## config.mk

```make
export PLATFORM = sky130hd
export DESIGN_NAME = free_list
export DESIGN_NICKNAME = d
export VERILOG_FILES = /design/src/design/isa_pkg.sv /design/src/design/core_pkg.sv /design/src/design/free_list.sv
export SDC_FILE = /design/constraint.sdc
export NUM_CORES = 1
export LEC_CHECK = 0
export CORE_UTILIZATION = 35
export CTS_CLUSTER_SIZE = 24
export DETAILED_ROUTE_END_ITERATION = 8
export DONT_BUFFER_PORTS = 1
export PLACE_DENSITY_LB_ADDON = 0.2
export SYNTH_ARGS = -nofsm -noshare
export SYNTH_HDL_FRONTEND = slang
export SYNTH_SLANG_ARGS = --single-unit
```

## constraint.sdc

```tcl
create_clock -name clk -period 3.2 [get_ports clk]
set_input_delay 0.64 -clock clk [delete_from_list [all_inputs] [get_ports clk]]
set_output_delay 0.64 -clock clk [all_outputs]
set_load 0.02 [all_outputs]
```

## src/design/isa_pkg.sv

```systemverilog
package isa_pkg;

  localparam logic [6:0] OPC_OP     = 7'b0110011;
  localparam logic [6:0] OPC_OP_IMM = 7'b0010011;

  localparam logic [2:0] F3_ADD = 3'b000;
  localparam logic [2:0] F3_XOR = 3'b100;
  localparam logic [2:0] F3_OR  = 3'b110;
  localparam logic [2:0] F3_AND = 3'b111;

  // Register forms only, SUB sets bit 30
  localparam logic [6:0] F7_BASE = 7'b0000000;
  localparam logic [6:0] F7_SUB  = 7'b0100000;

  typedef enum logic [2:0] {
    ADD,
    SUB,
    AND,
    OR,
    XOR
  } alu_cmd_t;

  // Source of the second ALU operand
  typedef enum logic {
    REG,
    IMM
  } op_type_t;

endpackage

```

## src/design/core_pkg.sv

```systemverilog
package core_pkg;

  localparam int DISPATCH_WIDTH = 2;
  localparam int ARCH_REGS      = 32;
  localparam int PHYS_REGS      = 64;
  localparam int ROB_DEPTH      = 16;

  typedef logic [31:0]                  word_t;
  typedef logic [$clog2(ARCH_REGS)-1:0] arch_reg_t;
  typedef logic [$clog2(PHYS_REGS)-1:0] phys_reg_t;
  typedef logic [$clog2(ROB_DEPTH)-1:0] rob_ptr_t;
  // Free list occupancy, zero up to PHYS_REGS
  typedef logic [$clog2(PHYS_REGS):0]   free_count_t;

  localparam word_t RESET_PC = 32'h8000_0000;

  typedef struct packed {
    logic              valid;
    word_t             pc;
    arch_reg_t         rs1;
    arch_reg_t         rs2;
    arch_reg_t         rd;
    isa_pkg::alu_cmd_t alu_cmd;
    isa_pkg::op_type_t op2_type;
    word_t             imm;
  } decoded_t;

  typedef struct packed {
    logic              valid;
    word_t             pc;
    arch_reg_t         arch_rd;
    phys_reg_t         phys_rs1;
    phys_reg_t         phys_rs2;
    phys_reg_t         phys_rd;
    phys_reg_t         old_phys_rd;
    isa_pkg::alu_cmd_t alu_cmd;
    isa_pkg::op_type_t op2_type;
    word_t             imm;
  } renamed_t;

  typedef struct packed {
    logic      valid;
    rob_ptr_t  rob_addr;
    phys_reg_t phys_rd;
    word_t     data;
  } wb_t;

  typedef struct packed {
    logic      valid;
    word_t     pc;
    arch_reg_t arch_rd;
    word_t     data;
    phys_reg_t old_phys_rd;
  } commit_t;

endpackage

```

## src/design/free_list.sv

```systemverilog
`timescale 1ns/1ps

module free_list (
  input  logic                                               clk,
  input  logic                                               rst,
  input  logic                [core_pkg::DISPATCH_WIDTH-1:0] pop,
  output core_pkg::phys_reg_t [core_pkg::DISPATCH_WIDTH-1:0] pop_reg,
  input  core_pkg::commit_t   [core_pkg::DISPATCH_WIDTH-1:0] commit,
  output core_pkg::free_count_t                              free_count
);
  import core_pkg::*;

  typedef logic [$clog2(PHYS_REGS)-1:0] ptr_t;

  phys_reg_t                 entries [PHYS_REGS];
  ptr_t                      head;
  ptr_t                      tail;
  logic [DISPATCH_WIDTH-1:0] push;
  logic [1:0]                n_pop;
  logic [1:0]                n_push;

  always_comb begin
    for (int i = 0; i < DISPATCH_WIDTH; i++) begin
      push[i] = commit[i].valid;
    end
  end

  assign n_pop  = 2'($countones(pop));
  assign n_push = 2'($countones(push));

  // Lane 1 takes the head when lane 0 pops nothing
  assign pop_reg[0] = entries[head];
  assign pop_reg[1] = entries[head + ptr_t'(pop[0])];

  always_ff @(posedge clk) begin
    if (rst) begin
      for (int i = 0; i < PHYS_REGS; i++) begin
        entries[i] <= phys_reg_t'(ARCH_REGS + i);
      end
      head       <= '0;
      tail       <= ptr_t'(PHYS_REGS - ARCH_REGS);
      free_count <= free_count_t'(PHYS_REGS - ARCH_REGS);
    end else begin
      // Commit lanes are contiguous from lane 0
      for (int i = 0; i < DISPATCH_WIDTH; i++) begin
        if (push[i]) begin
          entries[tail + ptr_t'(i)] <= commit[i].old_phys_rd;
        end
      end
      head       <= head + n_pop;
      tail       <= tail + n_push;
      free_count <= free_count - n_pop + n_push;
    end
  end

  assert property (@(posedge clk) disable iff (rst) n_pop <= free_count)
    else $error("free list popped past its count");

endmodule

```

==> flow_summary.toml <==
[worst_setup_path]
max_stage_delay_ns = 0.51
crit_arrival_ns = 3.22
crit_buf_inv = 6
required_ns = 2.56
setup.worst_path.class = "flop to output pin"
cp-start-kind = "flop"
end_kind = "output pin"
crit_fanout = 7
slowest_stage = "mux4_2"
crit_chain = "buf_6, ha_4, buf_12, buf_12, buf_16, mux4_2, nor2b_4, nor4_2, buf_4, o2111ai_4, buf_6"
cpLargestDelayFamily = "buffers and inverters"

[global_route]
grt-busiest-layer = "met2"
grt_max_degree = 47
grt_use_met3_pct = 7.73
grt_usage_pct = 30.1
grt_util_met2_pct = 46.4
grtUsageMet1_pct = 39.9
grt_pass1_vias = 19500
grt_pass1_wl_um = 147000
antenna_found_initial = 1
grt_overflow_total = 0

[finish]
final_cell_mix = "edfxtp_1, buf_4, mux4_2, a22oi_1, nor2_1"
fin_nets = 2243
diodes = 0
drive_gt1_share_pct = 30.2
n_fill_cell = 6135
final_common_cell = "edfxtp_1"
syn_to_final_growth_pct = 22.2

[place]
gp_congestion = 0.993
hpwl_um = 74200
io_buffers = 0

[power_and_ir_drop]
p_per_area_mw_per_mm2 = 544
ir_drop_mv = 0.372
leakage_nw = 9.14
total_power_mw = 15.8

[die]
die_h_um = 263
std_cell_rows = 95
die_x_um = 263
ioPinCount = 175
start_util_pct = 35.4
die_area_mm2 = 0.0691
core_mm2 = 0.0673

[clock_network]
cts_tree = "built"
ctsHoldBuffers = 0
cts_max_level = 2
clk_pin_slew_ns = 0.06
cts_buffers = 47
cts_root_buf = "clkbuf_16"
cts_max_path_buffers = 3
insertion_delay_ns = 0.61
clkSinkCount = 403

[route]
vias_per_cell = 6.75
via_count = 20100
totalWireLength_um = 106000
routedWlPerCell_um = 35.6
drtAntennaViolNets = 0
drc = 0
drt_iter0_drc = 3008
first_pass_iters = 8

[timing]
setup_viol = 12
fin_skew_ns = 0.0302
max-slew-margin-rel_pct = 35.1
fin_crit_sh_pct = 121
hold_violations = 0
fmax_mhz = 259
hold_ws_ns = 0.109
setup_slack_ns = -0.660
rsz0062_at_grt = "yes"
slew_viol_final = 0
worst_slew_pin_slew_ns = 0.970
fin_crit_ns = 3.86

[yosys]
synthTopCellsByArea = "edfxtp_1, mux4_2, a22oi_1"
async_reset_ff_share_pct = 0
synth-warning-count = 0
avgSynthCellArea_um2 = 12.5
synth_top_area_share_pct = 48.4
synth-edff-count = 384
syn_inst = 1901
synth-seq-area-share_pct = 50.0
synth.cell_area_mm2 = 0.0238
synth_cell_type_count = 53
yosys_register_bits = 403
ys.flop_type = "edfxtp_1"
synth_top_area_cell = "edfxtp_1"
syn_nets = 2077

[outcome]
violations = "negative setup slack"
outcome = "finished with violations"

[min_path]
hp-class = "primary input to flop"

[job]
max-cap-violations = 0
area by class of cell:
cell class	instances	area [um2]	area share [%]
Timing Repair Buffer	276	2810	9.65
Clock inverter	27	283	0.971
Clock buffer	55	1210	4.14
Tap cell	873	1090	3.75
Inverter	109	409	1.41
Sequential cell	403	11900	40.9
Multi-Input combinational cell	1230	11400	39.2
report_power, final:
group	internal (mW)	leakage (nW)	switching [mW]
sequential	5.94	3.44	0.174
clock	3.16	0.721	2.32
combinational	2.00	4.97	2.25
total	11.1	9.14	4.74
synthesized netlist by cell type, types with 10 or more instances:
cell type  instances
o22a_1            41
a22oi_1          174
o21ai_0           12
clkbuf_1         110
ha_1              16
inv_1             84
nor2b_1           41
nor2_1           160
nor3_1            10
o22ai_1          168
a21oi_1           13
buf_2             31
nand2b_1          11
mux4_2           188
nand3_1           66
o21ai_1           15
edfxtp_1         384
nand2_1          129
dfxtp_1           19
a22o_1            85
clkinv_1          13
or3_1             23
inv_2             12
routing by layer:
metal	vias up	share of wire, %
met5	-	0
met4	0	5.1
met3	270	13
met2	1580	45
met1	10200	37
li1	8028	-
per-stage QoR:
step	util [%]	cells	TNS, ns	cell area (um2)	setup WS (ns)
after floorplan	-	1901	0	23900	0.00677
after global placement	39.3	2846	-1.97	26400	-0.513
after detailed placement	39.3	2846	-1.99	26400	-0.524
after CTS	43.0	2967	-7.33	28900	-0.709
after global routing	43.3	2973	-7.51	29100	-0.700
final	43.3	2973	-7.12	29100	-0.660
registers in the layout, indices dropped and copies added, names as in the netlist:
name        cells
entries       384
tail            6
free_count      7
head            6
final timing paths:
| check | start | endpoint | slack, ns | cells after the start |
|---|---|---|---|---|
| min reg2reg | head[5] | head[5] | 0.64 | 2 |
| max reg2reg | tail[4] | entries[8][4] | 0.31 | 6 |
| min | rst | free_count[3] | 0.11 | 1 |
| max | head[0] | pop_reg[7] | -0.66 | 11 |
cells by family (layout without fill, tap and decap cells):
group,Yosys count,count (layout),synth area share (%)
AOI/OAI and AO/OA,535,535,16.4
xor gates and xnor gates,14,14,0.515
buffers and inverters,268,467,4.73
muxes,194,194,18.3
adders and majority gates,20,20,1.18
DFF,403,403,50.0
and+or+nand+nor,467,467,8.86
repair_timing:
| action | in CTS | in global routing |
|---|---|---|
| gates resized for setup | 98 | 57 |
| gates cloned | 5 | 2 |
| buffers inserted | 38 | 8 |
| setup endpoints to repair | 12 | 39 |
| pin swaps | 24 | 26 |
Power figures use the tool's default switching activity.
