[config.mk]
export PLATFORM = sky130hd
export DESIGN_NAME = rename_stage
export DESIGN_NICKNAME = d
export VERILOG_FILES = /design/src/design/isa_pkg.sv /design/src/design/core_pkg.sv /design/src/design/rename_stage.sv
export SDC_FILE = /design/constraint.sdc
export NUM_CORES = 1
export LEC_CHECK = 0
export BUFFER_PORTS_ARGS = -buffer_cell sky130_fd_sc_hd__buf_2
export CELL_PAD_IN_SITES_DETAIL_PLACEMENT = 1
export CELL_PAD_IN_SITES_GLOBAL_PLACEMENT = 2
export CORE_AREA = 2 2 238 240
export DETAILED_ROUTE_END_ITERATION = 8
export DIE_AREA = 0 0 240 242
export GPL_TIMING_DRIVEN = 0
export PLACE_DENSITY_LB_ADDON = 0.1
export SLEW_MARGIN = 20
export SYNTH_ARGS = -nofsm -noshare
export SYNTH_HDL_FRONTEND = slang
export SYNTH_SLANG_ARGS = --single-unit
[constraint.sdc]
create_clock -name clk -period 29 [get_ports clk]
set_input_delay 5.8 -clock clk [delete_from_list [all_inputs] [get_ports clk]]
set_output_delay 5.8 -clock clk [all_outputs]
set_load 0.005 [all_outputs]
[src/design/isa_pkg.sv]
package isa_pkg;

  localparam logic [6:0] OPC_OP     = 7'b0110011;
  localparam logic [6:0] OPC_OP_IMM = 7'b0010011;

  localparam logic [2:0] F3_ADD = 3'b000;
  localparam logic [2:0] F3_XOR = 3'b100;
  localparam logic [2:0] F3_OR  = 3'b110;
  localparam logic [2:0] F3_AND = 3'b111;

  // Register forms only, SUB sets bit 30
  localparam logic [6:0] F7_BASE = 7'b0000000;
  localparam logic [6:0] F7_SUB  = 7'b0100000;

  typedef enum logic [2:0] {
    ADD,
    SUB,
    AND,
    OR,
    XOR
  } alu_cmd_t;

  // Source of the second ALU operand
  typedef enum logic {
    REG,
    IMM
  } op_type_t;

endpackage

[src/design/core_pkg.sv]
package core_pkg;

  localparam int DISPATCH_WIDTH = 2;
  localparam int ARCH_REGS      = 32;
  localparam int PHYS_REGS      = 64;
  localparam int ROB_DEPTH      = 16;

  typedef logic [31:0]                  word_t;
  typedef logic [$clog2(ARCH_REGS)-1:0] arch_reg_t;
  typedef logic [$clog2(PHYS_REGS)-1:0] phys_reg_t;
  typedef logic [$clog2(ROB_DEPTH)-1:0] rob_ptr_t;
  // Free list occupancy, zero up to PHYS_REGS
  typedef logic [$clog2(PHYS_REGS):0]   free_count_t;

  localparam word_t RESET_PC = 32'h8000_0000;

  typedef struct packed {
    logic              valid;
    word_t             pc;
    arch_reg_t         rs1;
    arch_reg_t         rs2;
    arch_reg_t         rd;
    isa_pkg::alu_cmd_t alu_cmd;
    isa_pkg::op_type_t op2_type;
    word_t             imm;
  } decoded_t;

  typedef struct packed {
    logic              valid;
    word_t             pc;
    arch_reg_t         arch_rd;
    phys_reg_t         phys_rs1;
    phys_reg_t         phys_rs2;
    phys_reg_t         phys_rd;
    phys_reg_t         old_phys_rd;
    isa_pkg::alu_cmd_t alu_cmd;
    isa_pkg::op_type_t op2_type;
    word_t             imm;
  } renamed_t;

  typedef struct packed {
    logic      valid;
    rob_ptr_t  rob_addr;
    phys_reg_t phys_rd;
    word_t     data;
  } wb_t;

  typedef struct packed {
    logic      valid;
    word_t     pc;
    arch_reg_t arch_rd;
    word_t     data;
    phys_reg_t old_phys_rd;
  } commit_t;

endpackage

[src/design/rename_stage.sv]
`timescale 1ns/1ps

module rename_stage (
  input  logic                                               clk,
  input  logic                                               rst,
  input  core_pkg::decoded_t  [core_pkg::DISPATCH_WIDTH-1:0] decoded,
  input  logic                                               issue_stall,
  input  logic                                               rob_full,
  input  core_pkg::phys_reg_t [core_pkg::DISPATCH_WIDTH-1:0] pop_reg,
  input  core_pkg::free_count_t                              free_count,
  output logic                [core_pkg::DISPATCH_WIDTH-1:0] pop,
  output logic                                               rename_stall,
  output core_pkg::renamed_t  [core_pkg::DISPATCH_WIDTH-1:0] renamed
);
  import core_pkg::*;

  phys_reg_t                     map_table [ARCH_REGS];
  renamed_t [DISPATCH_WIDTH-1:0] ren_next;

  assign rename_stall = issue_stall || rob_full || (free_count < 2);

  always_comb begin
    for (int i = 0; i < DISPATCH_WIDTH; i++) begin
      pop[i]                  = decoded[i].valid && !rename_stall;
      ren_next[i].valid       = decoded[i].valid;
      ren_next[i].pc          = decoded[i].pc;
      ren_next[i].arch_rd     = decoded[i].rd;
      ren_next[i].phys_rs1    = map_table[decoded[i].rs1];
      ren_next[i].phys_rs2    = map_table[decoded[i].rs2];
      ren_next[i].phys_rd     = pop_reg[i];
      ren_next[i].old_phys_rd = map_table[decoded[i].rd];
      ren_next[i].alu_cmd     = decoded[i].alu_cmd;
      ren_next[i].op2_type    = decoded[i].op2_type;
      ren_next[i].imm         = decoded[i].imm;
    end
    // Lane 1 sees the mapping lane 0 creates this cycle
    if (decoded[0].valid) begin
      if (decoded[1].rs1 == decoded[0].rd) begin
        ren_next[1].phys_rs1 = pop_reg[0];
      end
      if (decoded[1].rs2 == decoded[0].rd) begin
        ren_next[1].phys_rs2 = pop_reg[0];
      end
      if (decoded[1].rd == decoded[0].rd) begin
        ren_next[1].old_phys_rd = pop_reg[0];
      end
    end
  end

  // Lane 1 is written last so it wins on a shared rd
  always_ff @(posedge clk) begin
    if (rst) begin
      for (int a = 0; a < ARCH_REGS; a++) begin
        map_table[a] <= phys_reg_t'(a);
      end
    end else begin
      for (int i = 0; i < DISPATCH_WIDTH; i++) begin
        if (pop[i]) begin
          map_table[decoded[i].rd] <= pop_reg[i];
        end
      end
    end
  end

  always_ff @(posedge clk) begin
    if (rst) begin
      for (int i = 0; i < DISPATCH_WIDTH; i++) begin
        renamed[i].valid <= 1'b0;
      end
    end else if (!issue_stall) begin
      renamed <= ren_next;
      // Bubble behind the pair execute just took
      if (rename_stall) begin
        for (int i = 0; i < DISPATCH_WIDTH; i++) begin
          renamed[i].valid <= 1'b0;
        end
      end
    end
  end

endmodule

==> flow_metrics.env <==
export IMPL_grt_usage_pct=40.9
export IMPL_final_cell_mix="408 x buf_2, 386 x edfxtp_1, 301 x mux4_2"
export IMPL_critical_path_buf_inv_count=2
export IMPL_cts_max_level=2
export IMPL_internal_power_mw=1.08
export IMPL_drc_errors=0
export IMPL_fmax_ghz=0.0769
export IMPL_synth_area_leader_cell="edfxtp_1"
export IMPL_ctsHoldBuffers=0
export IMPL_yosys_register_bits=388
export IMPL_wl_mm=119
export IMPL_drive_above_1_share_pct=43.6
export IMPL_clock_skew_ns=0.0287
export IMPL_grt_max_degree=31
export IMPL_pre_cts_ws_ns=15.99
export IMPL_fin_util_pct=51.3
export IMPL_num_rows=87
export IMPL_firstDrtPassIters=6
export IMPL_clk_path_buf_depth=3
export IMPL_p_sw_share_pct=29.1
export IMPL_areaGrowthSynthToFinish_pct=18.1
export IMPL_slew_headroom_pct=17.4
export IMPL_synth_top_area_share_pct=47.9
export IMPL_crit_arrival_ns=7.21
export IMPL_pwr_share_comb_pct=18.2
export IMPL_crit_required_ns=23.20
export IMPL_met3WireLength_mm=15.2
export IMPL_power_density_nw_per_um2=53.2
export IMPL_rsz0062_at_grt="false"
export IMPL_core_um2=55700
export IMPL_gp_congestion=1.06
export IMPL_maxSlewViolCount=0
export IMPL_dieHeight_um=242
export IMPL_synth_area_um2=24200
export IMPL_wl_met1_mm=41.1
export IMPL_synth_edf_count=386
export IMPL_top_layer_used="met5"
export IMPL_avgSynthCellArea_um2=15.6
export IMPL_clock_latency_ns=0.60
export IMPL_startpoint_type="input port"
export IMPL_syn_num_nets=1745
export IMPL_cts_resized=0
export IMPL_initialDrtViolationCount=2885
export IMPL_final_antenna_net_count=0
export IMPL_max_cap_violations=0
export IMPL_clk_transition_reported_paths_ns=0.06
export IMPL_final_common_cell="buf_2"
export IMPL_met2_length_mm=52.9
export IMPL_seqPwrFrac_pct=46.3
export IMPL_hold_viol=0
export IMPL_crit_fanout=8
export IMPL_ys_types=65
export IMPL_grt_pass1_vias=19900
export IMPL_cp_cell_sequence="buf_2 > nor4_1 > nand2_1 > and3_1 > buf_2"
export IMPL_vias=20100
export IMPL_root_buffer="clkbuf_16"
export IMPL_min_period_over_period_pct=44.9
export IMPL_cts_setup_buffers=0
export IMPL_grt_ovfl_total=0
export IMPL_critPathKind="input port to primary output"
export IMPL_status="completed"
export IMPL_post_synth_xor_area_fraction_pct=0.543
export IMPL_clock_power_share_pct=35.5
export IMPL_min_period_ns=13.01
export IMPL_cp_end_kind="primary output"
export IMPL_io_pins=390
export IMPL_die_w_um=240
export IMPL_start_util_pct=43.4
export IMPL_die_area_um2=58100
export IMPL_synth_warnings=0
export IMPL_synthAdderAreaFrac_pct=0
export IMPL_synth_compound_area_share_pct=11.6
export IMPL_via_per_inst=7.25
export IMPL_slowest_stage="nor4_1"
export IMPL_ys_top_cells_by_area="edfxtp_1 48%, mux4_2 28%, a22o_1 4.1%"
export IMPL_synth_top_family_by_area="multiplexers"
export IMPL_cts_tree="done"
export IMPL_netlist_instances=1554
export IMPL_antenna_found_initial=4
export IMPL_cts_buffers=43
export IMPL_hp_class="flop to flop"
export IMPL_cp_slowest_stage_delay_ns=0.60
export IMPL_wl_per_cell_um=42.9
export IMPL_peakVddDrop_mv=0.0434
export IMPL_ys_seq_area_share_pct=48.0
export IMPL_grt_pass1_wl_mm=161
export IMPL_finalSetupViolations=0
export IMPL_setup_tns_final_ns=0
export IMPL_fin_nets=2173
export IMPL_cp_top_family="simple AND/OR/NAND/NOR gates"
export IMPL_tightest_slew_ns=1.24
export IMPL_dpl_hpwl_mm=93.0
export IMPL_synth_mux_area_share_pct=30.7
export IMPL_cts_sinks=388
export IMPL_leakage_nw=9.82
export IMPL_p_sw_uw=443
export IMPL_port_buffers=375
export IMPL_async_flop_share_pct=0
export IMPL_crit_top_cell="buf_2"
export IMPL_hold_slack_ns=0.493
export IMPL_yosys_area_share_simple_pct=6.26
export IMPL_synth_main_ff_cell="edfxtp_1"
export IMPL_setup_ws_ns=15.99
## flip-flops by register name, indices dropped and copies added (netlist names)
signal / count
renamed: 196
map_table: 192
## worst reg2reg max path, stage by stage (launching register included)
cell,delay (ns)
edfxtp_1,0.56
mux4_2,0.52
a22oi_1,0.37
nand4_1,0.37
mux2_2,0.38
## power groups by stage
stage | sequential, mW | clock, mW | combinational [mW]
floorplan | 0.690 | 0 | 0.150
global placement | 0.712 | 0 | 0.266
finish | 0.704 | 0.541 | 0.277
global route | 0.704 | 0.565 | 0.284
detailed placement | 0.710 | 0 | 0.271
CTS | 0.698 | 0.545 | 0.272
## cell usage after synthesis (6+ instances only)
cell       count
a22oi_1       52
a2bb2oi_1     70
edfxtp_1     386
nand4_1       12
a221oi_1       9
and2_1         7
mux2i_1       32
nand2_1       54
o21ai_1       30
a22o_1       114
mux2_2        30
clkbuf_1      94
nor2b_1       11
a21oi_1       22
nor2_2        13
nor3_1         9
and3_1        11
nand3_1        8
inv_1          9
nor2_1        75
buf_2         32
xor2_1        12
buf_1         31
o22a_1         6
o21ai_0        7
nor3_2        32
mux4_2       301
## stage by stage
step | instances | cell area, µm² | power, mW
6_report | 2775 | 28600 | 1.52
5_1_grt | 2772 | 28600 | 1.55
4_1_cts | 2771 | 28600 | 1.51
3_5_place_dp | 2693 | 27200 | 0.980
3_3_place_gp | 2685 | 27000 | 0.978
2_1_floorplan | 1554 | 24200 | 0.840
## metal layers
metal	track usage, %	vias up
li1	-	7578
met1	51.3	10400
met2	61.1	1762
met3	12.4	418
met4	27.5	4
met5	0	-
## final timing paths
kind | startpoint | end | slack [ns] | depth (start not counted)
worst min-delay path | renamed[97] | renamed[97] | 0.49 | 2
worst max register to register | map_table[23][2] | renamed[136] | 26.56 | 4
worst min register to register | renamed[97] | renamed[97] | 0.49 | 2
worst max-delay path | free_count[4] | pop[0] | 15.99 | 5
## cells by family after synthesis
| group | count (synthesis) |
|---|---|
| compound gates | 348 |
| xor+xnor | 15 |
| buf+inv | 171 |
| flops | 388 |
| mux | 363 |
| simple gates | 269 |
## final cells by class
type                       count  area [µm²]
sequential                   388       11600
clock inverter                26         249
timing repair buffer         383        2030
fill                        5540       27100
tap                          756         946
buffer                       161         668
clock buffer                  52        1110
inverter                      10        37.5
antenna                        4        10.0
multi-input combinational    995       11900
Power figures use the tool's default switching activity.
