--- config.mk ---
export PLATFORM = sky130hd
export DESIGN_NAME = reorder_buffer
export DESIGN_NICKNAME = d
export VERILOG_FILES = /design/src/design/isa_pkg.sv /design/src/design/core_pkg.sv /design/src/design/reorder_buffer.sv
export SDC_FILE = /design/constraint.sdc
export NUM_CORES = 2
export LEC_CHECK = 0
export ABC_AREA = 1
export BUFFER_PORTS_ARGS = -buffer_cell sky130_fd_sc_hd__clkbuf_2
export CORE_ASPECT_RATIO = 0.6
export CORE_MARGIN = 2
export CORE_UTILIZATION = 25
export DETAILED_ROUTE_END_ITERATION = 10
export GPL_TIMING_DRIVEN = 0
export HOLD_SLACK_MARGIN = 0.05
export PLACE_DENSITY = 0.38
export SLEW_MARGIN = 20
export SYNTH_ARGS = -nofsm -noshare
export SYNTH_HDL_FRONTEND = slang
export SYNTH_SLANG_ARGS = --single-unit
--- constraint.sdc ---
create_clock -name clk -period 4.8 [get_ports clk]
set_clock_uncertainty 0.1 [all_clocks]
set_input_delay 0.96 -clock clk [delete_from_list [all_inputs] [get_ports clk]]
set_output_delay 0.96 -clock clk [all_outputs]
set_load 0.01 [all_outputs]
--- src/design/isa_pkg.sv ---
package isa_pkg;

  localparam logic [6:0] OPC_OP     = 7'b0110011;
  localparam logic [6:0] OPC_OP_IMM = 7'b0010011;

  localparam logic [2:0] F3_ADD = 3'b000;
  localparam logic [2:0] F3_XOR = 3'b100;
  localparam logic [2:0] F3_OR  = 3'b110;
  localparam logic [2:0] F3_AND = 3'b111;

  // Register forms only, SUB sets bit 30
  localparam logic [6:0] F7_BASE = 7'b0000000;
  localparam logic [6:0] F7_SUB  = 7'b0100000;

  typedef enum logic [2:0] {
    ADD,
    SUB,
    AND,
    OR,
    XOR
  } alu_cmd_t;

  // Source of the second ALU operand
  typedef enum logic {
    REG,
    IMM
  } op_type_t;

endpackage

--- src/design/core_pkg.sv ---
package core_pkg;

  localparam int DISPATCH_WIDTH = 2;
  localparam int ARCH_REGS      = 32;
  localparam int PHYS_REGS      = 64;
  localparam int ROB_DEPTH      = 16;

  typedef logic [31:0]                  word_t;
  typedef logic [$clog2(ARCH_REGS)-1:0] arch_reg_t;
  typedef logic [$clog2(PHYS_REGS)-1:0] phys_reg_t;
  typedef logic [$clog2(ROB_DEPTH)-1:0] rob_ptr_t;
  // Free list occupancy, zero up to PHYS_REGS
  typedef logic [$clog2(PHYS_REGS):0]   free_count_t;

  localparam word_t RESET_PC = 32'h8000_0000;

  typedef struct packed {
    logic              valid;
    word_t             pc;
    arch_reg_t         rs1;
    arch_reg_t         rs2;
    arch_reg_t         rd;
    isa_pkg::alu_cmd_t alu_cmd;
    isa_pkg::op_type_t op2_type;
    word_t             imm;
  } decoded_t;

  typedef struct packed {
    logic              valid;
    word_t             pc;
    arch_reg_t         arch_rd;
    phys_reg_t         phys_rs1;
    phys_reg_t         phys_rs2;
    phys_reg_t         phys_rd;
    phys_reg_t         old_phys_rd;
    isa_pkg::alu_cmd_t alu_cmd;
    isa_pkg::op_type_t op2_type;
    word_t             imm;
  } renamed_t;

  typedef struct packed {
    logic      valid;
    rob_ptr_t  rob_addr;
    phys_reg_t phys_rd;
    word_t     data;
  } wb_t;

  typedef struct packed {
    logic      valid;
    word_t     pc;
    arch_reg_t arch_rd;
    word_t     data;
    phys_reg_t old_phys_rd;
  } commit_t;

endpackage

--- src/design/reorder_buffer.sv ---
`timescale 1ns/1ps

module reorder_buffer (
  input  logic                                              clk,
  input  logic                                              rst,
  input  core_pkg::renamed_t [core_pkg::DISPATCH_WIDTH-1:0] renamed,
  input  logic                                              accept,
  input  core_pkg::wb_t      [core_pkg::DISPATCH_WIDTH-1:0] wb,
  output core_pkg::rob_ptr_t [core_pkg::DISPATCH_WIDTH-1:0] alloc_addr,
  output logic                                              rob_full,
  output core_pkg::commit_t  [core_pkg::DISPATCH_WIDTH-1:0] commit
);
  import core_pkg::*;

  word_t     pc_q      [ROB_DEPTH];
  arch_reg_t arch_rd_q [ROB_DEPTH];
  phys_reg_t old_rd_q  [ROB_DEPTH];
  word_t     data_q    [ROB_DEPTH];
  logic      done_q    [ROB_DEPTH];

  rob_ptr_t                   head;
  rob_ptr_t                   tail;
  logic [$clog2(ROB_DEPTH):0] count;
  logic [DISPATCH_WIDTH-1:0]  lane_valid;
  logic [DISPATCH_WIDTH-1:0]  alloc_en;
  logic [DISPATCH_WIDTH-1:0]  commit_en;
  logic [1:0]                 n_pending;
  logic [1:0]                 n_alloc;
  logic [1:0]                 n_commit;

  always_comb begin
    for (int i = 0; i < DISPATCH_WIDTH; i++) begin
      lane_valid[i] = renamed[i].valid;
      alloc_en[i]   = accept && renamed[i].valid;
    end
  end

  assign n_pending = 2'($countones(lane_valid));
  assign n_alloc   = 2'($countones(alloc_en));
  assign n_commit  = 2'($countones(commit_en));

  assign alloc_addr[0] = tail;
  assign alloc_addr[1] = tail + rob_ptr_t'(lane_valid[0]);

  // The pair waiting in the rename register has its entries reserved
  assign rob_full = (count + n_pending) > (ROB_DEPTH - 2);

  always_comb begin
    rob_ptr_t ptr;
    logic     in_order;
    in_order = 1'b1;
    for (int i = 0; i < DISPATCH_WIDTH; i++) begin
      ptr                   = head + rob_ptr_t'(i);
      commit_en[i]          = in_order && (count > i) && done_q[ptr];
      in_order              = commit_en[i];
      commit[i].valid       = commit_en[i];
      commit[i].pc          = pc_q[ptr];
      commit[i].arch_rd     = arch_rd_q[ptr];
      commit[i].data        = data_q[ptr];
      commit[i].old_phys_rd = old_rd_q[ptr];
    end
  end

  always_ff @(posedge clk) begin
    if (rst) begin
      head  <= '0;
      tail  <= '0;
      count <= '0;
    end else begin
      head  <= head + n_commit;
      tail  <= tail + n_alloc;
      count <= count + n_alloc - n_commit;
    end
  end

  always_ff @(posedge clk) begin
    for (int i = 0; i < DISPATCH_WIDTH; i++) begin
      if (alloc_en[i]) begin
        pc_q[alloc_addr[i]]      <= renamed[i].pc;
        arch_rd_q[alloc_addr[i]] <= renamed[i].arch_rd;
        old_rd_q[alloc_addr[i]]  <= renamed[i].old_phys_rd;
        done_q[alloc_addr[i]]    <= 1'b0;
      end
      if (wb[i].valid) begin
        data_q[wb[i].rob_addr] <= wb[i].data;
        done_q[wb[i].rob_addr] <= 1'b1;
      end
    end
  end

  assert property (@(posedge clk) disable iff (rst) count + n_alloc <= ROB_DEPTH)
    else $error("ROB overflow");

  for (genvar i = 0; i < DISPATCH_WIDTH; i++) begin : g_wb_check
    assert property (@(posedge clk) disable iff (rst)
      wb[i].valid |-> rob_ptr_t'(wb[i].rob_addr - head) < count)
      else $error("writeback to an unallocated ROB entry");
  end

endmodule

==> metrics list <==
- The flow ran to the end, but the final reports show violations.
* Violations in the final reports: setup timing
- Number of logic stages on the critical path including buffering: 8
- Via count of the first global-routing pass: 73661
* Total setup violations reported at the end of the flow: 200
- The number of placed instances, taps included, is 13214.
* Ranking of synthesized cells by area: sky130_fd_sc_hd__edfxtp_1 50%, sky130_fd_sc_hd__o21ai_0 13%, sky130_fd_sc_hd__nand2_1 11%
- For this run, the total global-route usage over all layers was measured as 0.369.
- Clk buf depth: 4
* Floorplan core area: 290000 um2
- CP Capture Type: register
- CTS tree: built
- Vias: 84088
* Number of maximum-capacitance violations: 0
- Yosys mapped a number of flops with a built-in enable equal to 1200.
- From bottom edge to top edge, the die measures 422 um.
* Finished Core Util: 0.303
- GR Overflow Total: 0
- Power spread over the standard cell area amounts to 576 nW/um2.
- Count of yosys warnings during synthesis: 0
* Post-DRT Antenna Nets: 0
* Width of the die: 700 um
- After detailed routing, the number of vias per cell comes to 6.20.
- Post-Syn Instances: 8984
* Routability Congestion: 0.984
* Final worst slack: -0.303 ns
* Number of buffer and inverter instances along the worst setup path: 2
- The path class of the tightest hold or removal check is in -> reg.
* Cell area after synthesis: 72700 um2
- For the pin with the worst max-slew slack, the measured transition is 1.41 ns.
- In the final routed layout, each cell accounts on average for 42.1 um.
- Relative max-transition margin: 0.0605
- Number of clock sinks: 1229
- The share of synthesized area in the top cell type comes to 0.496.
* HPWL after DPL: 408 mm
- Data arrives at the worst endpoint at 5.57 ns.
* Clock slew seen by the registers of the worst setup and hold paths: 0.06 ns
* Async set or reset register ratio after synthesis: 0
- The number of clock buffers added by TritonCTS is 154.
* Total of hold buffers inserted after clock tree synthesis: 0
- H-tree Lvls: 4
* Effective utilization at floorplan: 0.251
- In this run the static leakage power is 0.0345 uW.
- Count of final max-slew check failures: 0
* Length in cells of the worst reg-to-reg path: 8
- Across the whole layout, storage elements account for 36600 um2.
* Share of synthesized area occupied by flip-flops and latches: 0.503
- Filler cell count in the final layout: 30877
- For the finished layout, the period the worst path requires is 5.10 ns.
* CP max stage delay: 0.90 ns
- The most used flip-flop cell after synthesis is sky130_fd_sc_hd__edfxtp_1.
* Die area: 295000 um2
- The slowest stage of the critical path is the sky130_fd_sc_hd__clkbuf_1 cell.
- Unique masters post-synth: 37
- The multi-input combinational cells in the finished layout cover a total of 30300 um2.
- For this block, the initial DRC count from the detailed router was 17326.
- Maximum number of pins on one net before global-route repair: 31
- Summed over all layers, the routed wires come to 571 mm.
- Initial antenna violation count: 116
* Crit Path Max Fanout: 25
- Site row count: 153
* Worst-skew pair later-pin latency: 0.87 ns
- For the worst setup path, the data required time is 5.26 ns.
- The final layout contains 9807 nets.
* Wire length of the first global-routing pass: 727 mm
* Ranking of synthesized cells by instance count: 2079 x sky130_fd_sc_hd__nand2_1, 1871 x sky130_fd_sc_hd__o21ai_0, 1200 x sky130_fd_sc_hd__edfxtp_1
- Counting instances, the worst hold path has a depth of 2.
- Gate family responsible for the most delay along the worst path: simple AND/OR/NAND/NOR gates
- Of the cells placed in the final design, the portion with a size suffix greater than 1 is 0.123.
- Num ports: 446
* Clock tree root buffer cell: sky130_fd_sc_hd__clkbuf_16
- Layout overhead on the synthesized area: 20.7%
- Setup repair after global routing could not meet its margin everywhere.
- Avg Synthesized Cell Area: 8.09 um2
- Cell type contributing the most total cell area after synthesis: sky130_fd_sc_hd__edfxtp_1
- The signal on the critical path passes through ha_2 > nand3_2 > xor2_4 > nor2_4 > nand2_2 > clkbuf_1 > nand2_4 > buf_12.
- Buffers placed on the I/O ports in this run total 250.
- Maximum resistive drop on vdd: 0.613 mV
- Number of standard cells in the layout, taps in and fillers out: 13553
- Post-placement worst setup slack: -1.38 ns
- Before antenna repair, the detailed router went through 9 iterations.
- In the finished design, the share of the clock period the worst path needs comes to 1.06.
* Remaining routing DRC violations: 0
* Seq cells post-synth: 1229
- Synthesis produced a netlist with a net count of 9294.
- Worst Setup Start Kind: register
* Hold Fails Final Rpt: 0
* Cell with the most instances after synthesis: sky130_fd_sc_hd__nand2_1
* Max frequency: 196 MHz
- Critical setup path kind: reg -> reg
[cells in the final DEF, fill, tap and decap left out, types with 59 or more instances in the layout]
| cell type | n |
|---|---|
| sky130_fd_sc_hd__edfxtp_1 | 1200 |
| sky130_fd_sc_hd__clkbuf_16 | 158 |
| sky130_fd_sc_hd__buf_2 | 76 |
| sky130_fd_sc_hd__o211ai_1 | 456 |
| sky130_fd_sc_hd__clkbuf_1 | 337 |
| sky130_fd_sc_hd__buf_1 | 138 |
| sky130_fd_sc_hd__inv_1 | 595 |
| sky130_fd_sc_hd__clkbuf_2 | 476 |
| sky130_fd_sc_hd__nand4_1 | 149 |
| sky130_fd_sc_hd__o21ai_0 | 1856 |
| sky130_fd_sc_hd__diode_2 | 74 |
| sky130_fd_sc_hd__nand2_1 | 2036 |
| sky130_fd_sc_hd__buf_16 | 59 |
| sky130_fd_sc_hd__nor2_1 | 191 |
| sky130_fd_sc_hd__a21oi_1 | 603 |
| sky130_fd_sc_hd__clkbuf_4 | 83 |
| sky130_fd_sc_hd__nand3_1 | 623 |
| sky130_fd_sc_hd__o21ai_1 | 133 |
[worst register-to-register path, delay by kind of cell, from the launching register on]
kind | cells | cell delay (ns)
adders and majority gates | 1 | 0.37
buffers and inverters | 2 | 1.32
DFF | 1 | 0.83
and+or+nand+nor | 4 | 1.41
xor gates and xnor gates | 1 | 0.71
[cells by family after synthesis]
family / count (synthesis) / share of synthesized area
XOR/XNOR: 7 / 0.00146
AND/OR/NAND/NOR: 3091 / 0.178
adder cells (fa/ha/maj): 25 / 0.00482
buffers and inverters: 1573 / 0.0856
flip-flops: 1229 / 0.503
AO/OA/AOI/OAI: 3059 / 0.226
[path summary, 6_finish.rpt]
path	startpoint	end	slack [ns]
setup / recovery	tail[0]	pc_q[6][3]	-0.30
setup reg to reg	tail[0]	pc_q[6][3]	-0.30
hold / removal	rst	tail[3]	0.24
hold reg to reg	done_q[1]	done_q[1]	0.41
[flip-flops by register name, summed over array words and instances, names as in the netlist]
name       flops
tail           4
data_q       512
head           4
old_rd_q      96
count          5
pc_q         512
done_q        16
arch_rd_q     80
[per-stage QoR]
stage	area, um2	power (uW)	setup TNS (ns)	hold WS [ns]
after floorplan	72700	22000	0	0.375
after global placement	78800	35600	-3119.73	0.398
after detailed placement	81800	36500	-178.06	0.399
after CTS	87400	48500	-0.226	0.220
after global routing	87600	50500	-0.111	0.252
final	87800	50600	-17.51	0.241
[final cells by class]
| cell class | instances | share of cell area |
|---|---|---|
| Antenna cell | 74 | 0.00211 |
| Buffer | 963 | 0.0598 |
| Clock buffer | 197 | 0.0469 |
| Clock inverter | 66 | 0.00440 |
| Inverter | 605 | 0.0261 |
| Multi-Input combinational cell | 6182 | 0.345 |
| Sequential cell | 1229 | 0.417 |
| Tap cell | 3875 | 0.0552 |
| Timing Repair Buffer | 362 | 0.0429 |
[report_power, final]
| part | total (uW) | leakage, uW | switching (uW) | internal, uW |
|---|---|---|---|---|
| combinational | 26500 | 0.0212 | 20600 | 5960 |
| clock | 11700 | 0.00220 | 5460 | 6200 |
| sequential | 12400 | 0.0111 | 200 | 12200 |
| total | 50600 | 0.0345 | 26200 | 24300 |
[layer usage]
layer  routed length [um]  up-vias  global-route usage
li1                     -    32472                   -
met1               241000    42239               0.529
met2               207000     8025               0.459
met3                93100     1326               0.170
met4                29200       26               0.164
met5                  478        -             0.00145
[timing repair]
item / in CTS / in global routing
endpoints found under the setup margin: 256 / 90
setup buffers: 6 / 0
resized for setup: 501 / 87
pin swaps: 3 / 6
Power figures use the tool's default switching activity.
