`config.mk`:
```
export PLATFORM = sky130hd
export DESIGN_NAME = decode_stage
export DESIGN_NICKNAME = d
export VERILOG_FILES = /design/src/design/isa_pkg.sv /design/src/design/core_pkg.sv /design/src/design/decode_stage.sv
export SDC_FILE = /design/constraint.sdc
export NUM_CORES = 1
export LEC_CHECK = 0
export ABC_AREA = 1
export BUFFER_PORTS_ARGS = -buffer_cell sky130_fd_sc_hd__buf_2
export CAP_MARGIN = 20
export CORE_MARGIN = 2
export CORE_UTILIZATION = 55
export DETAILED_ROUTE_END_ITERATION = 16
export GPL_TIMING_DRIVEN = 0
export PLACE_DENSITY = 0.88
export SYNTH_ARGS = -nofsm -noshare
export SYNTH_HDL_FRONTEND = slang
export SYNTH_SLANG_ARGS = --single-unit
```
`constraint.sdc`:
```
create_clock -name clk -period 9.97 [get_ports clk]
set_input_delay 0.997 -clock clk [delete_from_list [all_inputs] [get_ports clk]]
set_output_delay 0.997 -clock clk [all_outputs]
set_load 0.01 [all_outputs]
```
`src/design/isa_pkg.sv`:
```
package isa_pkg;

  localparam logic [6:0] OPC_OP     = 7'b0110011;
  localparam logic [6:0] OPC_OP_IMM = 7'b0010011;

  localparam logic [2:0] F3_ADD = 3'b000;
  localparam logic [2:0] F3_XOR = 3'b100;
  localparam logic [2:0] F3_OR  = 3'b110;
  localparam logic [2:0] F3_AND = 3'b111;

  // Register forms only, SUB sets bit 30
  localparam logic [6:0] F7_BASE = 7'b0000000;
  localparam logic [6:0] F7_SUB  = 7'b0100000;

  typedef enum logic [2:0] {
    ADD,
    SUB,
    AND,
    OR,
    XOR
  } alu_cmd_t;

  // Source of the second ALU operand
  typedef enum logic {
    REG,
    IMM
  } op_type_t;

endpackage

```
`src/design/core_pkg.sv`:
```
package core_pkg;

  localparam int DISPATCH_WIDTH = 2;
  localparam int ARCH_REGS      = 32;
  localparam int PHYS_REGS      = 64;
  localparam int ROB_DEPTH      = 16;

  typedef logic [31:0]                  word_t;
  typedef logic [$clog2(ARCH_REGS)-1:0] arch_reg_t;
  typedef logic [$clog2(PHYS_REGS)-1:0] phys_reg_t;
  typedef logic [$clog2(ROB_DEPTH)-1:0] rob_ptr_t;
  // Free list occupancy, zero up to PHYS_REGS
  typedef logic [$clog2(PHYS_REGS):0]   free_count_t;

  localparam word_t RESET_PC = 32'h8000_0000;

  typedef struct packed {
    logic              valid;
    word_t             pc;
    arch_reg_t         rs1;
    arch_reg_t         rs2;
    arch_reg_t         rd;
    isa_pkg::alu_cmd_t alu_cmd;
    isa_pkg::op_type_t op2_type;
    word_t             imm;
  } decoded_t;

  typedef struct packed {
    logic              valid;
    word_t             pc;
    arch_reg_t         arch_rd;
    phys_reg_t         phys_rs1;
    phys_reg_t         phys_rs2;
    phys_reg_t         phys_rd;
    phys_reg_t         old_phys_rd;
    isa_pkg::alu_cmd_t alu_cmd;
    isa_pkg::op_type_t op2_type;
    word_t             imm;
  } renamed_t;

  typedef struct packed {
    logic      valid;
    rob_ptr_t  rob_addr;
    phys_reg_t phys_rd;
    word_t     data;
  } wb_t;

  typedef struct packed {
    logic      valid;
    word_t     pc;
    arch_reg_t arch_rd;
    word_t     data;
    phys_reg_t old_phys_rd;
  } commit_t;

endpackage

```
`src/design/decode_stage.sv`:
```
`timescale 1ns/1ps

module decode_stage (
  input  logic                                              clk,
  input  logic                                              rst,
  input  core_pkg::word_t    [core_pkg::DISPATCH_WIDTH-1:0] instruction,
  input  logic               [core_pkg::DISPATCH_WIDTH-1:0] instr_valid,
  input  logic                                              rename_stall,
  output core_pkg::word_t                                   pc,
  output core_pkg::decoded_t [core_pkg::DISPATCH_WIDTH-1:0] decoded
);
  import core_pkg::*;
  import isa_pkg::*;

  word_t [DISPATCH_WIDTH-1:0] fetch_word;
  word_t [DISPATCH_WIDTH-1:0] fetch_pc;
  logic  [DISPATCH_WIDTH-1:0] fetch_valid;

  function automatic decoded_t decode_word(input word_t instr, input word_t instr_pc,
                                           input logic lane_valid);
    decoded_t   d;
    logic       supported;
    logic [2:0] f3;
    logic [6:0] f7;
    d          = '0;
    supported  = 1'b1;
    f3         = instr[14:12];
    f7         = instr[31:25];
    d.pc       = instr_pc;
    d.rs1      = instr[19:15];
    d.rs2      = instr[24:20];
    d.rd       = instr[11:7];
    d.imm      = {{20{instr[31]}}, instr[31:20]};
    d.alu_cmd  = ADD;
    d.op2_type = IMM;
    case (instr[6:0])
      OPC_OP_IMM: begin
        case (f3)
          F3_ADD:  d.alu_cmd = ADD;
          F3_XOR:  d.alu_cmd = XOR;
          F3_OR:   d.alu_cmd = OR;
          F3_AND:  d.alu_cmd = AND;
          default: supported = 1'b0;
        endcase
      end
      OPC_OP: begin
        d.op2_type = REG;
        case ({f7, f3})
          {F7_BASE, F3_ADD}: d.alu_cmd = ADD;
          {F7_SUB, F3_ADD}:  d.alu_cmd = SUB;
          {F7_BASE, F3_XOR}: d.alu_cmd = XOR;
          {F7_BASE, F3_OR}:  d.alu_cmd = OR;
          {F7_BASE, F3_AND}: d.alu_cmd = AND;
          default:           supported = 1'b0;
        endcase
      end
      default: supported = 1'b0;
    endcase
    // Anything we can't execute turns into an x0 write and drops out
    if (!supported) begin
      d.rd = '0;
    end
    d.valid = lane_valid && (d.rd != '0);
    return d;
  endfunction

  always_ff @(posedge clk) begin
    if (rst) begin
      pc          <= RESET_PC;
      fetch_valid <= '0;
    end else if (!rename_stall) begin
      if (&instr_valid) begin
        pc <= pc + 32'd8;
      end else if (|instr_valid) begin
        pc <= pc + 32'd4;
      end
      // A lone word in lane 1 is the one at pc, shift it down
      fetch_valid   <= {&instr_valid, |instr_valid};
      fetch_word[0] <= instr_valid[0] ? instruction[0] : instruction[1];
      fetch_word[1] <= instruction[1];
      fetch_pc[0]   <= pc;
      fetch_pc[1]   <= pc + 32'd4;
    end
  end

  always_comb begin
    for (int i = 0; i < DISPATCH_WIDTH; i++) begin
      decoded[i] = decode_word(fetch_word[i], fetch_pc[i], fetch_valid[i]);
    end
  end

endmodule

```
==> flow_metrics.env, run 1 <==
export IMPL_worstHoldPathCells=2
export IMPL_hold_class="reg -> reg"
export IMPL_num_vias=6683
export IMPL_wire_per_inst_um=15.6
export IMPL_grt_busiest_layer="met2"
export IMPL_die_area_um2=15500
export IMPL_drv_slew=0
export IMPL_grt_pass1_vias=6337
export IMPL_setup_ws_ns=6.63
export IMPL_post_place_cells=1297
export IMPL_critPathRequiredTime_ns=8.97
export IMPL_tightest_slew_ns=0.846
export IMPL_use_met1=0.286
export IMPL_ios=269
export IMPL_period_share=0.335
export IMPL_utilization=0.728
export IMPL_synth_cells=849
export IMPL_met3_usage=0.0631
export IMPL_synth_distinct_cells=46
export IMPL_synth_edf_count=124
export IMPL_num_antenna_cells=0
export IMPL_cap_violations=0
export IMPL_slew_headroom=0.436
export IMPL_die_w_um=124
export IMPL_clock_sink_count=156
export IMPL_start_util=0.569
export IMPL_syn_area_um2=7960
export IMPL_detail_route_antenna_nets=0
export IMPL_clock_latency_ns=0.43
export IMPL_syn_to_final_growth_pct=28.0
export IMPL_setup_worst_path_start="fetch_word[2]$_DFFE_PP_"
export IMPL_seq_area_frac_synth=0.548
export IMPL_ctsResizeCount=0
export IMPL_worst_clock_skew_ns=0.00767
export IMPL_core_area_um2=14000
export IMPL_drt_wl_total_um=20700
export IMPL_drive_gt1_frac=0.392
export IMPL_hold_viol_final=0
export IMPL_setup_viol=0
export IMPL_path_class="reg -> out"
export IMPL_chipHeight_um=124
export IMPL_antenna_found_initial=0
export IMPL_use_met2=0.499
export IMPL_syn_avg_cell_area_um2=9.38
export IMPL_numPortBuffers=260
export IMPL_cts_buffers=17
export IMPL_cp_start_kind="register"
export IMPL_status="finished, final reports clean"
export IMPL_cts_root_buf="clkbuf_16"
export IMPL_synth_async_sr_flop_share=0
export IMPL_end_kind="output port"
export IMPL_grt_remaining_overflow=0
export IMPL_grt_max_degree=36
export IMPL_hpwl_um=15700
export IMPL_ys_ff_latch=156
export IMPL_synth_top_area_cell="edfxtp_1"
export IMPL_fin_area_um2=10200
export IMPL_crit_fanout=4
export IMPL_ir_worst_vdd_mv=0.105
export IMPL_firstDrtPassIters=5
export IMPL_drc=0
export IMPL_grt_pass1_wl_um=32100
export IMPL_final_cells=1329
export IMPL_synth_top_cells_by_area="edfxtp_1 47%, nand2_1 11%, buf_4 8.8%"
export IMPL_timing_rr_end="pc[22]$_SDFFE_PP0P_"
export IMPL_rsz0062_at_grt="false"
export IMPL_track_usage=0.265
export IMPL_hold_start="fetch_valid[0]$_SDFFE_PP0N_"
export IMPL_synth_flop_cell="edfxtp_1"
export IMPL_cts_path_max_buffers=2
export IMPL_cp_arrival_ns=2.35
export IMPL_via_per_inst=5.03
export IMPL_post_dp_cell_area_um2=9580
export IMPL_drt_iter0_drc=513
export IMPL_synth_common_cells="223 x nand2_1, 124 x edfxtp_1, 93 x buf_4, 75 x nor2_1, 72 x inv_1"
export IMPL_netlist_area_leader_share=0.468
export IMPL_period_minus_slack_ns=3.34
export IMPL_cts_hold_fix_buffers=0
export IMPL_worstRegToRegCells=10
export IMPL_r2r_setup_slack_ns=8.01
export IMPL_place_gp_congestion=0.925
export IMPL_rows=43
export IMPL_r2r_start="pc[3]$_SDFFE_PP0P_"
export IMPL_cts_tree="built"
export IMPL_fmax_mhz=299
export IMPL_worstHoldEndpoint="fetch_valid[0]$_SDFFE_PP0N_"
export IMPL_place_ws_ns=6.84
export IMPL_nets=1207
export IMPL_htreeDepth=4
export IMPL_cts_clk_slew_worst_paths_ns=0.06
export IMPL_yosysMostFrequentCell="nand2_1"
export IMPL_p_leak_uw=0.00479
export IMPL_tns_ns=0
export IMPL_powerDensity_nw_per_um2=158
export IMPL_synth_warnings=0
export IMPL_post_cts_buffers=0
==> logic make-up after synthesis <==
family	after synthesis	share of synthesized area
buffers and inverters	189	0.135
xor gates and xnor gates	29	0.0328
and+or+nand+nor	405	0.230
DFF	156	0.548
AOI/OAI and AO/OA	67	0.0496
other	1	0.000471
adders and majority gates	2	0.00314
==> layer usage <==
layer	part of all wire	vias up	wire length [um]
li1	-	3254	-
met1	0.36	3075	7550
met2	0.54	306	11300
met3	0.063	48	1310
met4	0.027	0	558
met5	0	-	0
==> per-stage QoR <==
| step | total power (uW) | hold slack [ns] |
|---|---|---|
| detailed placement | 953 | 0.448 |
| CTS | 1610 | 0.466 |
| global route | 1660 | 0.488 |
| floorplan | 880 | 0.436 |
| finish | 1610 | 0.465 |
| global placement | 950 | 0.441 |
==> how the worst max path moves through the flow <==
stage                       endpoint  depth (start not counted)  slack, ns
2_1_floorplan   decoded[0]$_DFFE_PP_                          3       2.84
3_3_place_gp   decoded[59]$_DFFE_PP_                          3       0.74
3_5_place_dp   decoded[67]$_DFFE_PP_                          5       6.84
4_1_cts                  decoded[83]                          9       6.59
5_1_grt                  decoded[83]                         10       6.33
6_report                 decoded[83]                          9       6.63
==> cell type report <==
type	instances	area, um^2
Buffer	108	774
Clock buffer	17	425
Clock inverter	15	188
Fill cell	1005	3800
Inverter	81	304
Multi-Input combinational cell	509	2550
Sequential cell	156	4360
Tap cell	180	225
Timing Repair Buffer	263	1360
==> sequential cells by signal, indices dropped and copies added (netlist names) <==
| register | cells |
|---|---|
| fetch_valid | 2 |
| fetch_word | 30 |
| decoded | 94 |
| pc | 30 |
==> power by group <==
group / switching [uW] / internal [uW] / total (uW)
Combinational: 96.8 / 82.7 / 180
Clock: 269 / 398 / 666
Sequential: 22.0 / 739 / 761
==> cell usage in the layout, fill, tap and decap left out, drive strengths merged <==
| master | n |
|---|---|
| buf | 359 |
| nand2 | 237 |
| edfxtp | 124 |
| nor2 | 95 |
| inv | 86 |
| nand3 | 51 |
| dfxtp | 32 |
| clkbuf | 29 |
| o21ai | 27 |
| a21oi | 26 |
| xor2 | 25 |
| nor3 | 9 |
| nand4 | 7 |
| conb | 6 |
| xnor2 | 4 |
| clkinv | 4 |
| bufinv | 3 |
| clkinvlp | 3 |
| nor3b | 2 |
| o22ai | 2 |
| o31ai | 2 |
| a31oi | 2 |
| o211ai | 2 |
| a221oi | 2 |
| ha | 2 |
| or2 | 2 |
| and2 | 1 |
| nand3b | 1 |
| o2111ai | 1 |
| o21a | 1 |
| o41ai | 1 |
| a211oi | 1 |
==> worst max-delay path: stages, from the launching register on <==
cell      delay [ns]
edfxtp_1        0.37
inv_1           0.06
nand2_1         0.05
nor2_1          0.31
nand3_1         0.17
or2_2           0.34
nand3_1         0.16
o21ai_0         0.13
a21oi_1         0.17
buf_2           0.16
Power figures use the tool's default switching activity.
==> run 2, diff against run 1 <==
Settings changed: ABC_AREA 1 to 0, CORE_UTILIZATION 55 to 45, PLACE_DENSITY 0.88 to 0.79.
Clock period 9.97 ns to 3.04 ns, I/O delays scaled along.
==> flow_metrics.env, run 2 <==
export IMPL_antenna_found_initial=3
export IMPL_slew_headroom=0.516
export IMPL_track_usage=0.209
export IMPL_cts_hold_fix_buffers=0
export IMPL_netSwitchingFraction=0.242
export IMPL_fmax_mhz=365
export IMPL_ir_worst_vdd_mv=0.398
export IMPL_cts_clk_slew_worst_paths_ns=0.07
export IMPL_synth_edf_count=124
export IMPL_p_comb_frac=0.097
export IMPL_synth_warnings=0
export IMPL_drt_wl_total_um=18300
export IMPL_grt_pass1_vias=5133
export IMPL_ios=269
export IMPL_clock_sink_count=156
export IMPL_syn_avg_cell_area_um2=12.6
export IMPL_cts_root_buf="clkbuf_16"
export IMPL_synth_flop_cell="edfxtp_1"
export IMPL_fillers=1327
export IMPL_hold_start="instruction[47]"
export IMPL_drv_slew=0
export IMPL_crit_fanout=12
export IMPL_worstHoldPathCells=1
export IMPL_period_minus_slack_ns=2.74
export IMPL_layout_commonest_cell="buf_2"
export IMPL_timing_rr_end="pc[27]$_SDFFE_PP0P_"
export IMPL_hold_class="in -> reg"
export IMPL_worst_clock_skew_ns=0.00649
export IMPL_syn_area_um2=7330
export IMPL_cp_arrival_ns=2.44
export IMPL_status="finished, final reports clean"
export IMPL_drive_gt1_frac=0.525
export IMPL_numPortBuffers=262
export IMPL_grt_remaining_overflow=0
export IMPL_hold_slack_ns=0.0693
export IMPL_largest_reg_flops=94
export IMPL_num_vias=5355
export IMPL_synth_cells=581
export IMPL_die_w_um=132
export IMPL_synth_top_area_cell="edfxtp_1"
export IMPL_tightest_slew_ns=0.726
export IMPL_netlist_area_leader_share=0.508
export IMPL_grt_pass1_wl_um=28000
export IMPL_detail_route_antenna_nets=0
export IMPL_chipHeight_um=132
export IMPL_seq_area_frac_synth=0.596
export IMPL_place_gp_congestion=0.865
export IMPL_rsz0062_at_grt="false"
export IMPL_worstHoldEndpoint="decoded[130]$_DFFE_PP_"
export IMPL_syn_to_final_growth_pct=31.1
export IMPL_die_area_um2=17300
export IMPL_ctsResizeCount=0
export IMPL_synth_distinct_cells=57
export IMPL_rows=46
export IMPL_cts_path_max_buffers=2
export IMPL_hold_viol_final=0
export IMPL_cp_start_kind="register"
export IMPL_setup_viol=0
export IMPL_end_kind="output port"
export IMPL_synth_top_cells_by_area="edfxtp_1 51%, buf_4 9.4%, dfxtp_1 8.7%"
export IMPL_finalPower_uw=4910
export IMPL_critPathRequiredTime_ns=2.74
export IMPL_seq_power_share=0.498
export IMPL_p_leak_uw=0.00422
export IMPL_yosysMostFrequentCell="edfxtp_1"
export IMPL_wire_per_inst_um=16.5
export IMPL_clock_latency_ns=0.42
export IMPL_period_share=0.902
export IMPL_grt_max_degree=32
export IMPL_p_int_uw=3720
export IMPL_worstRegToRegCells=7
export IMPL_drt_iter0_drc=270
export IMPL_synth_common_cells="124 x edfxtp_1, 92 x buf_4, 49 x nor2_1, 39 x nand2_1, 34 x mux2_2"
export IMPL_drc=0
export IMPL_synth_async_sr_flop_share=0
export IMPL_via_per_inst=4.85
export IMPL_p_switching_uw=1190
export IMPL_htreeDepth=4
export IMPL_cap_violations=0
export IMPL_path_class="reg -> out"
export IMPL_hpwl_um=13600
export IMPL_cts_tree="built"
export IMPL_firstDrtPassIters=5
export IMPL_powerDensity_nw_per_um2=511
export IMPL_cts_buffers=17
export IMPL_ys_ff_latch=156
export IMPL_layout_common_cells="274 x buf_2, 124 x edfxtp_1, 94 x buf_4, 48 x nor2_1, 39 x nand2_1"
export IMPL_start_util=0.461
export IMPL_r2r_start="pc[2]$_SDFFE_PP0P_"
export IMPL_clock_power_share=0.405
export IMPL_core_area_um2=15900
export IMPL_r2r_setup_slack_ns=0.78
export IMPL_nets=944
==> run 2: cells by family after synthesis <==
group | synth area share
multiplexers | 0.0536
AO/OA/AOI/OAI | 0.0341
flip-flops | 0.596
buffers and inverters | 0.111
other | 0.000512
AND/OR/NAND/NOR | 0.142
XOR/XNOR | 0.0598
adder cells (fa/ha/maj) | 0.00341
==> run 2: worst max-delay path: stages, from the launching register on <==
cell,delay (ns)
edfxtp_1,0.55
or4_4,0.49
o41ai_2,0.27
nand4_1,0.21
o21ai_2,0.17
o311a_1,0.21
buf_2,0.14
==> run 2: final cells by class <==
class,instances,area [um^2],area share
antenna,3,7.51,0.000782
buffer,115,796,0.0829
clock buffer,17,425,0.0443
clock inverter,15,133,0.0138
inverter,4,15.0,0.00156
multi-input combinational,311,2180,0.227
sequential,156,4360,0.454
tap,216,270,0.0281
timing repair buffer,268,1410,0.147
==> run 2: what timing repair did <==
action                                 4_1_cts  5_1_grt
endpoints found under the hold margin        0        0
setup buffers                                0        2
setup endpoints to repair                    0        7
==> run 2: worst max path at each step <==
stage               depth (start not counted)                     start                    end
global placement                            4                       rst  decoded[93]$_DFFE_PP_
global route                                6  fetch_word[35]$_DFFE_PP_           decoded[167]
floorplan                                   3                       rst   decoded[0]$_DFFE_PP_
finish                                      6     decoded[11]$_DFFE_PP_            decoded[83]
detailed placement                          7                       rst  decoded[93]$_DFFE_PP_
CTS                                         6     decoded[11]$_DFFE_PP_            decoded[83]
==> run 2: power groups by stage <==
stage	Combinational (uW)	Clock (uW)	Sequential [uW]
after floorplan	270	0	2490
after global placement	454	0	2490
after detailed placement	475	0	2490
after CTS	476	2030	2450
after global routing	516	2110	2450
final	478	1990	2440
==> run 2: routing by layer <==
layer	vias to the layer above	global-route usage	part of all wire
li1	2570	-	-
met1	2532	0.245	0.39
met2	230	0.364	0.52
met3	23	0.0621	0.076
met4	0	0.0773	0.019
met5	-	0	0
==> run 2: through the flow <==
step	instance area, um^2	cells	utilization	setup TNS (ns)	setup slack, ns
global route	9600	1104	0.604	0	0.0532
floorplan	7350	586	-	0	0.0490
global placement	8940	1064	0.563	-124.29	-1.01
finish	9600	1105	0.605	0	0.297
CTS	9580	1100	0.603	0	0.106
detailed placement	9020	1068	0.568	0	0.502
==> run 3, diff against run 2 <==
Settings changed: ABC_AREA 0 to 1, CORE_UTILIZATION 45 to 41, PLACE_DENSITY 0.79 to 0.72.
==> flow_metrics.env, run 3 (synthesized netlist as in run 1, its figures left out) <==
export IMPL_status="finished, final reports clean"
export IMPL_seq_power_share=0.474
export IMPL_start_util=0.422
export IMPL_grt_pass1_wl_um=31600
export IMPL_period_minus_slack_ns=2.67
export IMPL_chipHeight_um=143
export IMPL_grt_pass1_vias=6056
export IMPL_tns_ns=0
export IMPL_path_delay_family="flip-flops"
export IMPL_drive_gt1_frac=0.392
export IMPL_rows=50
export IMPL_path_cells="inv_1, nand2_1, nor2_1, nand2_1, nor2_1, nor2_1, nand3_1, inv_1, nor2_1, buf_2"
export IMPL_track_usage=0.205
export IMPL_powerDensity_nw_per_um2=511
export IMPL_p_comb_frac=0.111
export IMPL_p_leak_uw=0.00480
export IMPL_syn_to_final_growth_pct=29.4
export IMPL_fin_area_um2=10300
export IMPL_ios=269
export IMPL_drv_slew=0
export IMPL_crit_fanout=22
export IMPL_path_class="reg -> out"
export IMPL_firstDrtPassIters=5
export IMPL_worstRegToRegCells=6
export IMPL_hpwl_um=16600
export IMPL_cts_tree="built"
export IMPL_drt_iter0_drc=297
export IMPL_place_gp_congestion=0.899
export IMPL_layout_commonest_cell="buf_2"
export IMPL_ir_worst_vdd_mv=0.389
export IMPL_numPortBuffers=260
export IMPL_largest_reg_flops=94
export IMPL_p_int_uw=3940
export IMPL_cp_start_kind="register"
export IMPL_hold_start="instruction[47]"
export IMPL_post_cts_buffers=0
export IMPL_fmax_mhz=374
export IMPL_cpMaxStageDelayCell="edfxtp_1"
export IMPL_cts_hold_fix_buffers=0
export IMPL_cts_buffers=17
export IMPL_hold_slack_ns=0.0620
export IMPL_slew_headroom=0.508
export IMPL_clock_sink_count=156
export IMPL_cts_clk_slew_worst_paths_ns=0.07
export IMPL_cp_arrival_ns=2.37
export IMPL_cts_root_buf="clkbuf_16"
export IMPL_netSwitchingFraction=0.251
export IMPL_p_switching_uw=1320
export IMPL_drt_wl_total_um=21400
export IMPL_final_cells=1410
export IMPL_hold_viol_final=0
export IMPL_die_area_um2=20600
export IMPL_worstHoldPathCells=1
export IMPL_worst_path_buf_inv=3
export IMPL_cap_violations=0
export IMPL_die_w_um=143
export IMPL_post_place_cells=1378
export IMPL_utilization=0.545
export IMPL_cpPeakStageDelay_ns=0.77
export IMPL_antenna_found_initial=0
export IMPL_htreeDepth=4
export IMPL_cts_path_max_buffers=2
export IMPL_setup_viol=0
export IMPL_critPathMostFrequentCell="nor2_1"
export IMPL_rsz0062_at_grt="false"
export IMPL_grt_max_degree=34
export IMPL_post_dp_cell_area_um2=9700
export IMPL_worstHoldEndpoint="decoded[130]$_DFFE_PP_"
export IMPL_wire_per_inst_um=15.2
export IMPL_tightest_slew_ns=0.738
export IMPL_drc=0
export IMPL_core_area_um2=18900
export IMPL_timing_rr_end="decoded[158]$_DFFE_PP_"
export IMPL_num_antenna_cells=0
export IMPL_end_kind="output port"
export IMPL_layout_common_cells="262 x buf_2, 223 x nand2_1, 124 x edfxtp_1, 93 x buf_4, 74 x nor2_1"
export IMPL_worst_clock_skew_ns=0.00865
export IMPL_clock_power_share=0.414
export IMPL_hold_class="in -> reg"
export IMPL_period_share=0.879
export IMPL_clock_latency_ns=0.43
export IMPL_critPathRequiredTime_ns=2.74
export IMPL_via_per_inst=4.66
export IMPL_r2r_start="pc[4]$_SDFFE_PP0P_"
export IMPL_r2r_setup_slack_ns=1.03
export IMPL_detail_route_antenna_nets=0
export IMPL_num_vias=6569
export IMPL_grt_remaining_overflow=0
export IMPL_ctsResizeCount=0
export IMPL_nets=1208
-- run 3: changes by cell type in the layout (fill, tap and decap cells not counted), moves of 9 or more --
cell | previous run | this run
nand3_1 | 13 | 48
inv_1 | 4 | 72
xnor2_1 | 20 | 3
nor2_1 | 48 | 74
a21oi_1 | 9 | 24
mux2_2 | 34 | 0
nand4_1 | 18 | 6
nand2_1 | 39 | 223
buf_2 | 274 | 262
nor2_4 | 1 | 11
o21ai_0 | 5 | 16
and2_1 | 12 | 1
inv_2 | 0 | 9
-- run 3: worst max path at each step --
stage	start	to	slack (ns)	cells after the start
2_1_floorplan	rst	decoded[0]$_DFFE_PP_	0.09	3
3_3_place_gp	rst	decoded[55]$_DFFE_PP_	-0.98	3
3_5_place_dp	decoded[11]$_DFFE_PP_	decoded[39]	0.81	10
4_1_cts	decoded[11]$_DFFE_PP_	decoded[39]	0.34	10
5_1_grt	decoded[11]$_DFFE_PP_	decoded[83]	0.17	10
6_report	decoded[11]$_DFFE_PP_	decoded[39]	0.37	10
-- run 3: through the flow --
| step | power [uW] | setup slack, ns |
|---|---|---|
| floorplan | 2880 | 0.0901 |
| global placement | 3110 | -0.975 |
| detailed placement | 3130 | 0.807 |
| CTS | 5310 | 0.341 |
| global route | 5450 | 0.165 |
| finish | 5260 | 0.367 |
-- run 3: final cells by class --
class	count	area, um^2
Fill cell	1739	8590
Sequential cell	156	4360
Multi-Input combinational cell	509	2550
Timing Repair Buffer	264	1380
Buffer	108	774
Clock buffer	17	425
Tap cell	260	325
Inverter	81	304
Clock inverter	15	180
-- run 3: worst register-to-register path, cell delays in order, from the launching register on --
cell and delay (ns):
dfxtp_1 0.47, ha_1 0.31, nand2_1 0.23, inv_2 0.13, nand2_1 0.13, nor3_1 0.38
xor2_1 0.12
-- run 3: power by group through the flow --
stage          clock [uW]  sequential (uW)  combinational (uW)
3_5_place_dp            0             2540                 590
4_1_cts              2220             2500                 591
3_3_place_gp            0             2550                 568
6_report             2180             2490                 586
2_1_floorplan           0             2550                 330
5_1_grt              2290             2510                 646
-- run 3: layer usage --
layer	vias to the layer above	routed length, um	track usage
met3	33	1300	0.0347
met4	0	500	0.0815
met2	258	11200	0.375
met5	-	0	0
li1	3253	-	-
met1	3025	8380	0.238
